$ cat src/verilog/icache_pkg.sv
// Shared widths and types; line geometry and AXI field widths are fixed here for all blocks
package icache_pkg;

  // Bus and fetch widths
  localparam int unsigned ADDR_W     = 32;
  localparam int unsigned WORD_W     = 32;
  localparam int unsigned LINE_WORDS = 4;
  localparam int unsigned ID_W       = 4;

  // Address split below the set index
  localparam int unsigned BYTE_OFF_W = $clog2(WORD_W / 8);
  localparam int unsigned WORD_OFF_W = $clog2(LINE_WORDS);
  localparam int unsigned LINE_OFF_W = BYTE_OFF_W + WORD_OFF_W;

  // One cache line, word 0 at the lowest address
  typedef logic [LINE_WORDS-1:0][WORD_W-1:0] line_t;

  typedef struct packed {
    logic [ADDR_W-1:0] addr;
  } fetch_req_t;

  typedef struct packed {
    logic [WORD_W-1:0] data;
    logic [ADDR_W-1:0] addr;
  } fetch_rsp_t;

  // Miss or uncached request toward the refill bridge
  typedef struct packed {
    logic [ADDR_W-1:0] paddr;
    logic              nc;
    logic [ID_W-1:0]   tid;
  } refill_req_t;

  typedef struct packed {
    line_t           data;
    logic [ID_W-1:0] tid;
    logic [1:0]      resp;
  } refill_rtrn_t;

  // AR burst encodings as on the bus
  typedef enum logic [1:0] {
    FIXED = 2'b00,
    INCR  = 2'b01,
    WRAP  = 2'b10
  } axi_burst_e;

  typedef struct packed {
    logic [ADDR_W-1:0] addr;
    logic [7:0]        len;
    logic [2:0]        size;
    axi_burst_e        burst;
    logic [ID_W-1:0]   id;
  } axi_ar_t;

  typedef struct packed {
    logic [WORD_W-1:0] data;
    logic              last;
    logic [ID_W-1:0]   id;
    logic [1:0]        resp;
  } axi_r_t;

  typedef enum logic [1:0] {
    IDLE,
    COMPARE,
    REFILL,
    RESPOND
  } lookup_state_e;

endpackage
$ cat src/verilog/axi_rd_master.sv
// AXI read master; single outstanding AR, R channel always ready, no write channels
`timescale 1ns/100ps

module axi_rd_master (
  input  logic                clk_i,
  input  logic                rst_i,
  input  logic                rd_req_i,
  input  icache_pkg::axi_ar_t rd_ar_i,
  input  logic                arready_i,
  input  logic                rvalid_i,
  input  icache_pkg::axi_r_t  r_i,
  output logic                rd_gnt_o,
  output logic                arvalid_o,
  output icache_pkg::axi_ar_t ar_o,
  output logic                rready_o,
  output logic                rd_beat_valid_o,
  output icache_pkg::axi_r_t  rd_beat_o
);

  logic                arvalid_q;
  logic                busy_q;
  icache_pkg::axi_ar_t ar_q;
  logic                launch;
  logic                ar_done;

  // A new AR waits for the previous burst to finish
  assign launch  = rd_req_i & ~arvalid_q & ~busy_q;
  assign ar_done = arvalid_q & arready_i;

  // Grant in the handshake cycle
  assign rd_gnt_o  = ar_done;
  assign arvalid_o = arvalid_q;
  assign ar_o      = ar_q;

  assign rready_o = 1'b1;

  // Beats outside a burst are not ours
  assign rd_beat_valid_o = rvalid_i & busy_q;
  assign rd_beat_o       = r_i;

  always_ff @(posedge clk_i) begin
    if (rst_i) begin
      arvalid_q <= 1'b0;
      busy_q    <= 1'b0;
    end else begin
      if (ar_done) begin
        arvalid_q <= 1'b0;
      end else if (launch) begin
        arvalid_q <= 1'b1;
      end
      if (launch) begin
        busy_q <= 1'b1;
      end else if (rvalid_i && r_i.last) begin
        busy_q <= 1'b0;
      end
    end
  end

  // AR payload stays put while arvalid is high
  always_ff @(posedge clk_i) begin
    if (launch) begin
      ar_q <= rd_ar_i;
    end
  end

endmodule

$ cat config.mk
export PLATFORM = sky130hd
export DESIGN_NAME = axi_rd_master
export DESIGN_NICKNAME = d
export VERILOG_FILES = /design/src/verilog/icache_pkg.sv /design/src/verilog/axi_rd_master.sv
export SDC_FILE = /design/constraint.sdc
export NUM_CORES = 1
export LEC_CHECK = 0
export ABC_CLOCK_PERIOD_IN_PS = 2060
export BUFFER_PORTS_ARGS = -buffer_cell sky130_fd_sc_hd__clkbuf_2
export CORE_ASPECT_RATIO = 1.25
export CORE_MARGIN = 2
export CORE_UTILIZATION = 32
export CTS_CLUSTER_SIZE = 28
export DETAILED_ROUTE_END_ITERATION = 6
export HOLD_SLACK_MARGIN = 0.15
export PLACE_DENSITY_LB_ADDON = 0.25
export SYNTH_ARGS = -nofsm -noshare
export SYNTH_HDL_FRONTEND = slang
export SYNTH_SLANG_ARGS = --single-unit
export TNS_END_PERCENT = 30
$ cat constraint.sdc
create_clock -name clk_i -period 2.06 [get_ports clk_i]
set_clock_uncertainty 0.05 [all_clocks]
set_input_delay 0 -clock clk_i [delete_from_list [all_inputs] [get_ports clk_i]]
set_output_delay 0 -clock clk_i [all_outputs]
set_load 0.01 [all_outputs]
==> impl_results.md <==
- CP required: 1990 ps
- Final Hold Viols: 0
- Slowest CP cell: or3b_1
- Setup TNS: 0 ps
- Initial DRC count: 51
- Met3 Track Usage GR: 3.95%
- Hold Path Stages: 2
- TritonCTS buffer count: 5
- Maximum vdd drop: 465 uV
- Syn Inst Count: 100
- Pwr/cell area: 747 mW/mm^2
- Wire per inst: 15.2 um
- Grt met1 use: 12.0%
- Initial Util: 32.8%
- Max-slew violation count: 0
- Post-layout minimum cycle time: 1640 ps
- Dpl cells: 234
- First-pass GRT wire length: 6800 um
- Clock buffer depth: 2
- Overflow left after global routing: 0
- WL final: 5060 um
- Post-synthesis register bit count: 51
- Min-Delay Startpoint: r_i[6]
- Final worst setup slack: 419 ps
- Core footprint: 0.00570 mm^2
- Worst R2R Start: busy_q
- Pre-CTS WS: 437 ps
- Yosys cell types: 11
- Fin crit share: 79.6%
- Initial antenna violation count: 1
- Layout fillers: 479
- Critical path buffers and inverters: 2
- Crit-path leading delay family: buffers and inverters
- First-pass DRT Iterations: 4
- Vert. Die Dim: 89.5 um
- Number of max-cap violations: 0
- TritonCTS clock tree: yes
- Setup crit end kind: flop
- Sink Count: 51
- Die Wd: 72.4 um
- Unrepaired setup endpoints after global routing: false
- Via count: 1407
- Worst r2r path cells: 3
- Tot GR Track Use: 14.4%
- Yosys synthesis warning count: 0
- Crit path arrival time: 1570 ps
- # nets final: 359
- Max FO, Critical Path: 40
- Area Growth Syn to Fin: 74.2%
- Final ANT Viol Nets: 0
- GR peak layer: met2
- Crit path kind: reg -> reg
- Largest net degree at the start of global routing: 41
- Vias in the first global route: 1480
- GPL Wtd Cong: 0.641
- Post-DP Area: 0.00221 mm^2
- Setup violators final: 0
- Mean post-synth cell area: 18.7 um^2
- Reg-to-reg slack, setup: 420 ps
- Post-DR vias/cell: 4.21
- Share of layout cells above drive strength 1: 44.2%
- Sequential area share after synthesis: 80.9%
- Syn nets: 193
- Post-CTS sizing: 0
- Root Buffer: clkbuf_8
- Placement Rows: 31
- Clock slew at reported path FFs: 90 ps
- Fmax: 610 MHz
- Design area: 0.00326 mm^2
- Hold Crit Class: in -> out
- Crit-path cells: or3b_1 -> clkinvlp_4 -> buf_12
- Drt drc: 0
- Max incr delay on CP: 450 ps
- Final cell count without fillers: 334
- H-Tree Depth: 2
- Hold endpoint: rd_beat_o[6]
- DIE AREA: 0.00647 mm^2
- I/O Buffers: 107
- Num ports: 185
- Leak: 1.41 nW
- Grt met2 use: 30.1%
- Finished Core Util: 57.1%
- Clk_lat worst skew: 290 ps
- Run status: finished, final reports clean
- Mapped Area: 0.00187 mm^2
- Worst R2R End: ar_o[36]
- Crit path launch type: flop
cell usage in the layout (no fill, tap or decap):
| cell | n |
|---|---|
| a21bo_2 | 1 |
| clkbuf_2 | 107 |
| dlygate4sd3_1 | 91 |
| edfxtp_1 | 49 |
| or3b_1 | 1 |
| and2_2 | 1 |
| clkinvlp_4 | 1 |
| dfxtp_1 | 2 |
| conb_1 | 1 |
| or2b_1 | 1 |
| bufinv_16 | 2 |
| and2_1 | 1 |
| diode_2 | 1 |
| clkbuf_8 | 5 |
| a21oi_1 | 2 |
| buf_12 | 1 |
| clkbuf_1 | 1 |
final cells by class:
class                           count  area [um^2]  area share [%]
Clock buffer                        6         72.6            2.23
Inverter                            1         7.51           0.231
Timing Repair Buffer              199         1470            45.0
Sequential cell                    51         1510            46.4
Tap cell                           66         82.6            2.54
Multi-Input combinational cell      8         53.8            1.65
Clock inverter                      2         60.1            1.84
Antenna cell                        1         2.50          0.0768
sequential cells by signal (all words and copies together) (netlist names):
signal and count:
ar_o 49, arvalid_o 1, busy_q 1
how the worst max path moves through the flow:
stage	start	to	slack (ps)	cells past startpoint
2_1_floorplan	arvalid_o	ar_o[0]	340	2
4_1_cts	busy_q	ar_o[15]	430	3
5_1_grt	busy_q	ar_o[46]	360	3
6_report	busy_q	ar_o[36]	420	3
3_3_place_gp	busy_q	ar_o[46]	470	3
3_5_place_dp	busy_q	ar_o[30]	440	3
kinds of logic (layout without fill, tap and decap cells):
group                  after synthesis  after routing  share of synthesized area (%)
DFF                                 51             51                           80.9
AOI/OAI and AO/OA                    3              3                           1.07
and+or+nand+nor                      4              4                           1.61
other                                1              2                          0.201
buffers and inverters               41            208                           16.3
metal layers:
| metal | up-vias | share of wire [%] |
|---|---|---|
| li1 | 644 | - |
| met1 | 645 | 28 |
| met2 | 110 | 60 |
| met3 | 8 | 9.1 |
| met4 | 0 | 2.4 |
| met5 | - | 0 |
power breakdown:
group          total [W]  switching [W]  internal [W]
combinational   0.000385       0.000175      0.000211
clock           0.000798       0.000313      0.000485
sequential       0.00125      0.0000212       0.00123
total            0.00243       0.000509       0.00192
timing repair:
item / in CTS / in global routing
hold buffers: 91 / 0
setup endpoints to repair: 0 / 0
endpoints found under the hold margin: 89 / 0
buffers inserted: 0 / 0
synthesized netlist by cell type:
| cell | number | area (um^2) |
|---|---|---|
| dfxtp_1 | 2 | 40.0 |
| conb_1 | 1 | 3.75 |
| inv_1 | 1 | 3.75 |
| buf_4 | 40 | 300 |
| or2b_1 | 1 | 7.51 |
| edfxtp_1 | 49 | 1470 |
| and2_2 | 1 | 7.51 |
| a21bo_2 | 1 | 10.0 |
| or3b_1 | 1 | 8.76 |
| and2_1 | 1 | 6.26 |
| a21oi_1 | 2 | 10.0 |
stage by stage:
step                      hold WS (ps)  total power, W
after floorplan                   19.1         0.00143
after CTS                          163         0.00245
after global routing               170         0.00254
after global placement           -49.9         0.00148
final                              162         0.00243
after detailed placement         -49.9         0.00149
No activity file was read; power rests on OpenSTA's default activity.
