<file path="config.mk">
export PLATFORM = sky130hd
export DESIGN_NAME = refill_bridge
export DESIGN_NICKNAME = d
export VERILOG_FILES = /design/src/verilog/icache_pkg.sv /design/src/verilog/refill_bridge.sv
export SDC_FILE = /design/constraint.sdc
export NUM_CORES = 1
export LEC_CHECK = 0
export ABC_CLOCK_PERIOD_IN_PS = 5500
export BUFFER_PORTS_ARGS = -buffer_cell sky130_fd_sc_hd__buf_2
export CORE_MARGIN = 10
export CORE_UTILIZATION = 51
export DETAILED_ROUTE_END_ITERATION = 8
export PLACE_DENSITY = 0.85
export SLEW_MARGIN = 15
export SYNTH_ARGS = -nofsm -noshare
export SYNTH_HDL_FRONTEND = slang
export SYNTH_SLANG_ARGS = --single-unit
</file>
<file path="constraint.sdc">
create_clock -name clk_i -period 5.5 [get_ports clk_i]
set_clock_uncertainty 0.1 [all_clocks]
set_input_delay 0.275 -clock clk_i [delete_from_list [all_inputs] [get_ports clk_i]]
set_output_delay 0.275 -clock clk_i [all_outputs]
set_load 0.01 [all_outputs]
</file>
<file path="src/verilog/icache_pkg.sv">
// Shared widths and types; line geometry and AXI field widths are fixed here for all blocks
package icache_pkg;

  // Bus and fetch widths
  localparam int unsigned ADDR_W     = 32;
  localparam int unsigned WORD_W     = 32;
  localparam int unsigned LINE_WORDS = 4;
  localparam int unsigned ID_W       = 4;

  // Address split below the set index
  localparam int unsigned BYTE_OFF_W = $clog2(WORD_W / 8);
  localparam int unsigned WORD_OFF_W = $clog2(LINE_WORDS);
  localparam int unsigned LINE_OFF_W = BYTE_OFF_W + WORD_OFF_W;

  // One cache line, word 0 at the lowest address
  typedef logic [LINE_WORDS-1:0][WORD_W-1:0] line_t;

  typedef struct packed {
    logic [ADDR_W-1:0] addr;
  } fetch_req_t;

  typedef struct packed {
    logic [WORD_W-1:0] data;
    logic [ADDR_W-1:0] addr;
  } fetch_rsp_t;

  // Miss or uncached request toward the refill bridge
  typedef struct packed {
    logic [ADDR_W-1:0] paddr;
    logic              nc;
    logic [ID_W-1:0]   tid;
  } refill_req_t;

  typedef struct packed {
    line_t           data;
    logic [ID_W-1:0] tid;
    logic [1:0]      resp;
  } refill_rtrn_t;

  // AR burst encodings as on the bus
  typedef enum logic [1:0] {
    FIXED = 2'b00,
    INCR  = 2'b01,
    WRAP  = 2'b10
  } axi_burst_e;

  typedef struct packed {
    logic [ADDR_W-1:0] addr;
    logic [7:0]        len;
    logic [2:0]        size;
    axi_burst_e        burst;
    logic [ID_W-1:0]   id;
  } axi_ar_t;

  typedef struct packed {
    logic [WORD_W-1:0] data;
    logic              last;
    logic [ID_W-1:0]   id;
    logic [1:0]        resp;
  } axi_r_t;

  typedef enum logic [1:0] {
    IDLE,
    COMPARE,
    REFILL,
    RESPOND
  } lookup_state_e;

endpackage
</file>
<file path="src/verilog/refill_bridge.sv">
// Refill bridge; one request at a time, beats must carry the request id, bridge is always ready
`timescale 1ns/100ps

module refill_bridge #(
  parameter logic [icache_pkg::ID_W-1:0] RD_TX_ID = '0
) (
  input  logic                     clk_i,
  input  logic                     rst_i,
  input  logic                     refill_req_valid_i,
  input  icache_pkg::refill_req_t  refill_req_i,
  input  logic                     rd_gnt_i,
  input  logic                     rd_beat_valid_i,
  input  icache_pkg::axi_r_t       rd_beat_i,
  output logic                     refill_rtrn_valid_o,
  output icache_pkg::refill_rtrn_t refill_rtrn_o,
  output logic                     rd_req_o,
  output icache_pkg::axi_ar_t      rd_ar_o
);

  logic                    pend_q;
  icache_pkg::refill_req_t req_q;
  icache_pkg::refill_req_t req_cur;
  logic                    first_q, first_d;
  icache_pkg::line_t       line_q, line_d;
  logic                    beat_ok;

  // New request wins over the held copy
  assign req_cur = refill_req_valid_i ? refill_req_i : req_q;

  // Pending until the master grants, since the lookup pulses only once
  assign rd_req_o = refill_req_valid_i | pend_q;

  // Whole line for a miss, one word at its own address when bypassed
  assign rd_ar_o.addr  = req_cur.nc ? req_cur.paddr :
                         {req_cur.paddr[icache_pkg::ADDR_W-1:icache_pkg::LINE_OFF_W],
                          {icache_pkg::LINE_OFF_W{1'b0}}};
  assign rd_ar_o.len   = req_cur.nc ? 8'd0 : 8'(icache_pkg::LINE_WORDS - 1);
  assign rd_ar_o.size  = 3'(icache_pkg::BYTE_OFF_W);
  assign rd_ar_o.burst = icache_pkg::INCR;
  assign rd_ar_o.id    = req_cur.tid;

  // Beats of some other transaction are dropped
  assign beat_ok = rd_beat_valid_i & (rd_beat_i.id == req_q.tid);

  // Beat shifter
  always_comb begin
    first_d = first_q;
    line_d  = line_q;
    if (beat_ok) begin
      first_d = rd_beat_i.last;
      // Newest beat enters at the top, older ones move down a word
      line_d  = {rd_beat_i.data, line_q[icache_pkg::LINE_WORDS-1:1]};
      // Single-word case lands at offset 0
      if (first_q) begin
        line_d[0] = rd_beat_i.data;
      end
    end
  end

  // Line returns on the last beat, not a cycle later
  assign refill_rtrn_valid_o = beat_ok & rd_beat_i.last;
  assign refill_rtrn_o.data  = line_d;
  assign refill_rtrn_o.tid   = RD_TX_ID;
  // Error code passed through as is
  assign refill_rtrn_o.resp  = rd_beat_i.resp;

  always_ff @(posedge clk_i) begin
    if (rst_i) begin
      pend_q  <= 1'b0;
      first_q <= 1'b1;
    end else begin
      pend_q  <= ~rd_gnt_i & (refill_req_valid_i | pend_q);
      first_q <= first_d;
    end
  end

  always_ff @(posedge clk_i) begin
    if (refill_req_valid_i) begin
      req_q <= refill_req_i;
    end
    line_q <= line_d;
  end

endmodule

</file>
==> metrics.md <==
| Metric | Value |
|---|---|
| Power per cell area | `around 570 nW/um2` |
| Number of remaining DRC errors | `0` |
| Leakage | `around 4.0 nW` |
| Fmax | `between 300 and 400 MHz` |
| Sequential cell area fraction in the yosys report | `between 50% and 60%` |
| Synth Area in Adders | `0%` |
| Simple-gate share of the synthesized area | `1.14%` |
| Worst EP arrival | `2540 ps` |
| Layout fillers | `773` |
| CTS Sinks | `between 150 and 200` |
| Die H | `around 130 um` |
| Slew headroom | `between 30% and 40%` |
| RSZ-0062 raised after global routing | `no` |
| Seq pwr share | `between 40% and 50%` |
| Clock Path Buffers | `2` |
| CP top delay family | `buffers and inverters` |
| Initial DRT Pass Iterations | `4` |
| Largest family of logic cells by synthesized area | `multiplexers` |
| Initial antenna violation count | `0` |
| Core area | `approximately 12000 um2` |
| Kind of end point of the critical path | `primary output` |
| Routed WL | `around 17000 um` |
| H-tree depth | `4` |
| Status | `completed` |
| Net Sw Frac | `between 30% and 40%` |
| Initial DRC Count | `137` |
| Worst Path Buf+Inv | `3` |
| Initial Utilization | `between 50% and 60%` |
| NumNets Final | `between 700 and 800` |
| Area Overhead vs Synth | `34.1%` |
| Mux contribution to synthesized area | `~36%` |
| Worst VDD drop | `approximately 0.33 mV` |
| CP startpoint kind | `flip-flop` |
| Setup CP Type | `reg -> out` |
| Final-report max-slew violation count | `0` |
| Number of vias per cell | `4.87` |
| Design Area, Final | `roughly 8400 um2` |
| Xor and xnor area share after synthesis | `less than 1%` |
| Synth Area in Compound Gates | `less than 1%` |
| Clock Latency Late Sink | `420 ps` |
| Final ANT Viol Nets | `0` |
| Vias in the first global route | `about 4800` |
| First-pass GRT wire length | `25500 um` |
| Worst EP required | `between 5000 and 6000 ps` |
| Yosys warnings | `0` |
| Worst slack at placement | `3010 ps` |
| Psw | `0.00149 W` |
| Grt ovf | `0` |
| CTS tree | `yes` |
| GR Util All Layers | `a little under 20%` |
| Setup violators final | `0` |
| Post CTS Setup Buffer Count | `0` |
| Layout cells sized above 1 | `51.6%` |
| Fin crit period | `between 2000 and 3000 ps` |
| CP max FO | `130` |
| Clock transition at path regs | `~60 ps` |
| Int Pwr | `~0.0033 W` |
| Diodes inserted | `0` |
| Largest net degree at the start of global routing | `approximately 130` |
| Period utilization | `between 50 and 60%` |
| # rows | `40` |
| Final WS setup | `approximately 2600 ps` |
| Syn avg cell area | `13.6 um2` |
| CP max stage delay | `550 ps` |
| Hold Violations, Final | `0` |
| Gate power share | `32.2%` |
| CP max stage cell | `buf_12` |
| Slew @ Worst Pin | `922 ps` |
| Dpl hpwl | `about 12000 um` |
| Synth cell types | `22` |
| Multi-input gate area | `approximately 2400 um2` |
| Die ar. | `about 17000 um2` |
| Setup TNS | `0 ps` |
| Clock power share | `27.1%` |
| Via count | `roughly 4300` |
| Crit path cell chain | `inv_1 > o2bb2ai_1 > nor4b_4 > buf_12 > mux2_2 > buf_2` |
| PostCTS Resize Cnt | `0` |
| # IOs | `266` |
| Root buf cell | `clkbuf_16` |
| GP Congestion | `0.747` |
| Drt wl/cell | `19.1 um` |
| Placement Cell Area | `slightly above 7000 um2` |
| Sequential cell area | `3340 um2` |
| TritonCTS Buffers | `17` |
| Max Cap Viol | `0` |
| HP Class | `in -> reg` |
| Synthesized area | `between 6000 and 7000 um2` |
| I/O Buffers | `between 200 and 250` |
| Hold_buf cts | `53` |
| Die Width | `about 130 um` |
| Synthesized flop and latch total | `between 150 and 200` |
| Mapped Cells | `about 460` |
[cell usage in the layout, fill, tap and decap left out, types with 2 or more instances in the layout]
cell type	n
buf_2	246
dfxtp_1	166
mux2_1	98
mux2_2	97
dlygate4sd3_1	53
clkbuf_16	17
conb_1	15
and2_1	5
bufinv_16	5
inv_1	3
clkinv_2	3
xor2_1	2
mux2i_1	2
nor2_1	2
clkbuf_1	2
clkinv_4	2
[cells in the mapped netlist, drive strengths merged]
cell | instances | share of area [%]
a21oi | 1 | 0.080
o2bb2ai | 1 | 0.14
conb | 2 | 0.12
nor2 | 2 | 0.12
o21ai | 2 | 0.16
xor2 | 2 | 0.28
mux2 | 195 | 35
or2 | 1 | 0.10
and2 | 5 | 0.50
clkbuf | 4 | 0.24
mux2i | 2 | 0.32
inv | 3 | 0.18
nor3b | 1 | 0.12
nor4b | 1 | 0.24
nand2 | 1 | 0.060
dfxtp | 167 | 54
buf | 68 | 8.5
[final timing paths]
check	start	end	slack [ps]	cells after the start
hold reg to reg	line_q[29]	line_q[29]	360	1
hold / removal	rd_beat_i[16]	line_q[105]	20	2
setup reg to reg	req_q[2]	line_q[15]	3300	5
setup / recovery	req_q[2]	refill_rtrn_o[21]	2580	6
[cell families after synthesis]
| group | after synthesis |
|---|---|
| compound gates | 4 |
| xor+xnor | 2 |
| buf+inv | 75 |
| flops | 167 |
| mux | 197 |
| other cells | 2 |
| simple gates | 11 |
[sequential cells by signal, summed over array words and instances, names as in the netlist]
| register | flops |
|---|---|
| line_q | 128 |
| pend_q | 1 |
| req_q | 37 |
| first_q | 1 |
[routing by layer]
| metal | track usage (%) | up-vias | wire [um] |
|---|---|---|---|
| met5 | 0 | - | 0 |
| met4 | 7.72 | 0 | 361 |
| met3 | 10.6 | 29 | 1940 |
| met2 | 34.4 | 201 | 8430 |
| met1 | 18.3 | 2010 | 6030 |
| li1 | - | 2039 | - |
[power by group through the flow]
stage                     logic, W  registers, W  clock network [W]
after CTS                  0.00155       0.00194            0.00131
after floorplan           0.000874       0.00187                  0
final                      0.00153       0.00194            0.00128
after global routing       0.00165       0.00199            0.00136
after detailed placement   0.00151       0.00196                  0
after global placement     0.00145       0.00190                  0
[final cells by class]
class                   instances  area share, %
flip-flops and latches        167           40.0
multi-input cells             229           28.6
repair buffers                300           21.3
clock buffers                  20           5.34
clock inverters                12           2.38
well taps                     147           2.20
inverters                       3          0.135
[per-stage QoR]
stage,hold slack [ps],cells,util [%],total power [W]
final,21.7,878,69.6,0.00474
after global routing,7.84,878,69.6,0.00500
after CTS,1.58,878,69.6,0.00479
after detailed placement,343,793,59.8,0.00347
after global placement,338,793,59.8,0.00336
after floorplan,250,471,-,0.00275
(Power assumes the default switching activity.)
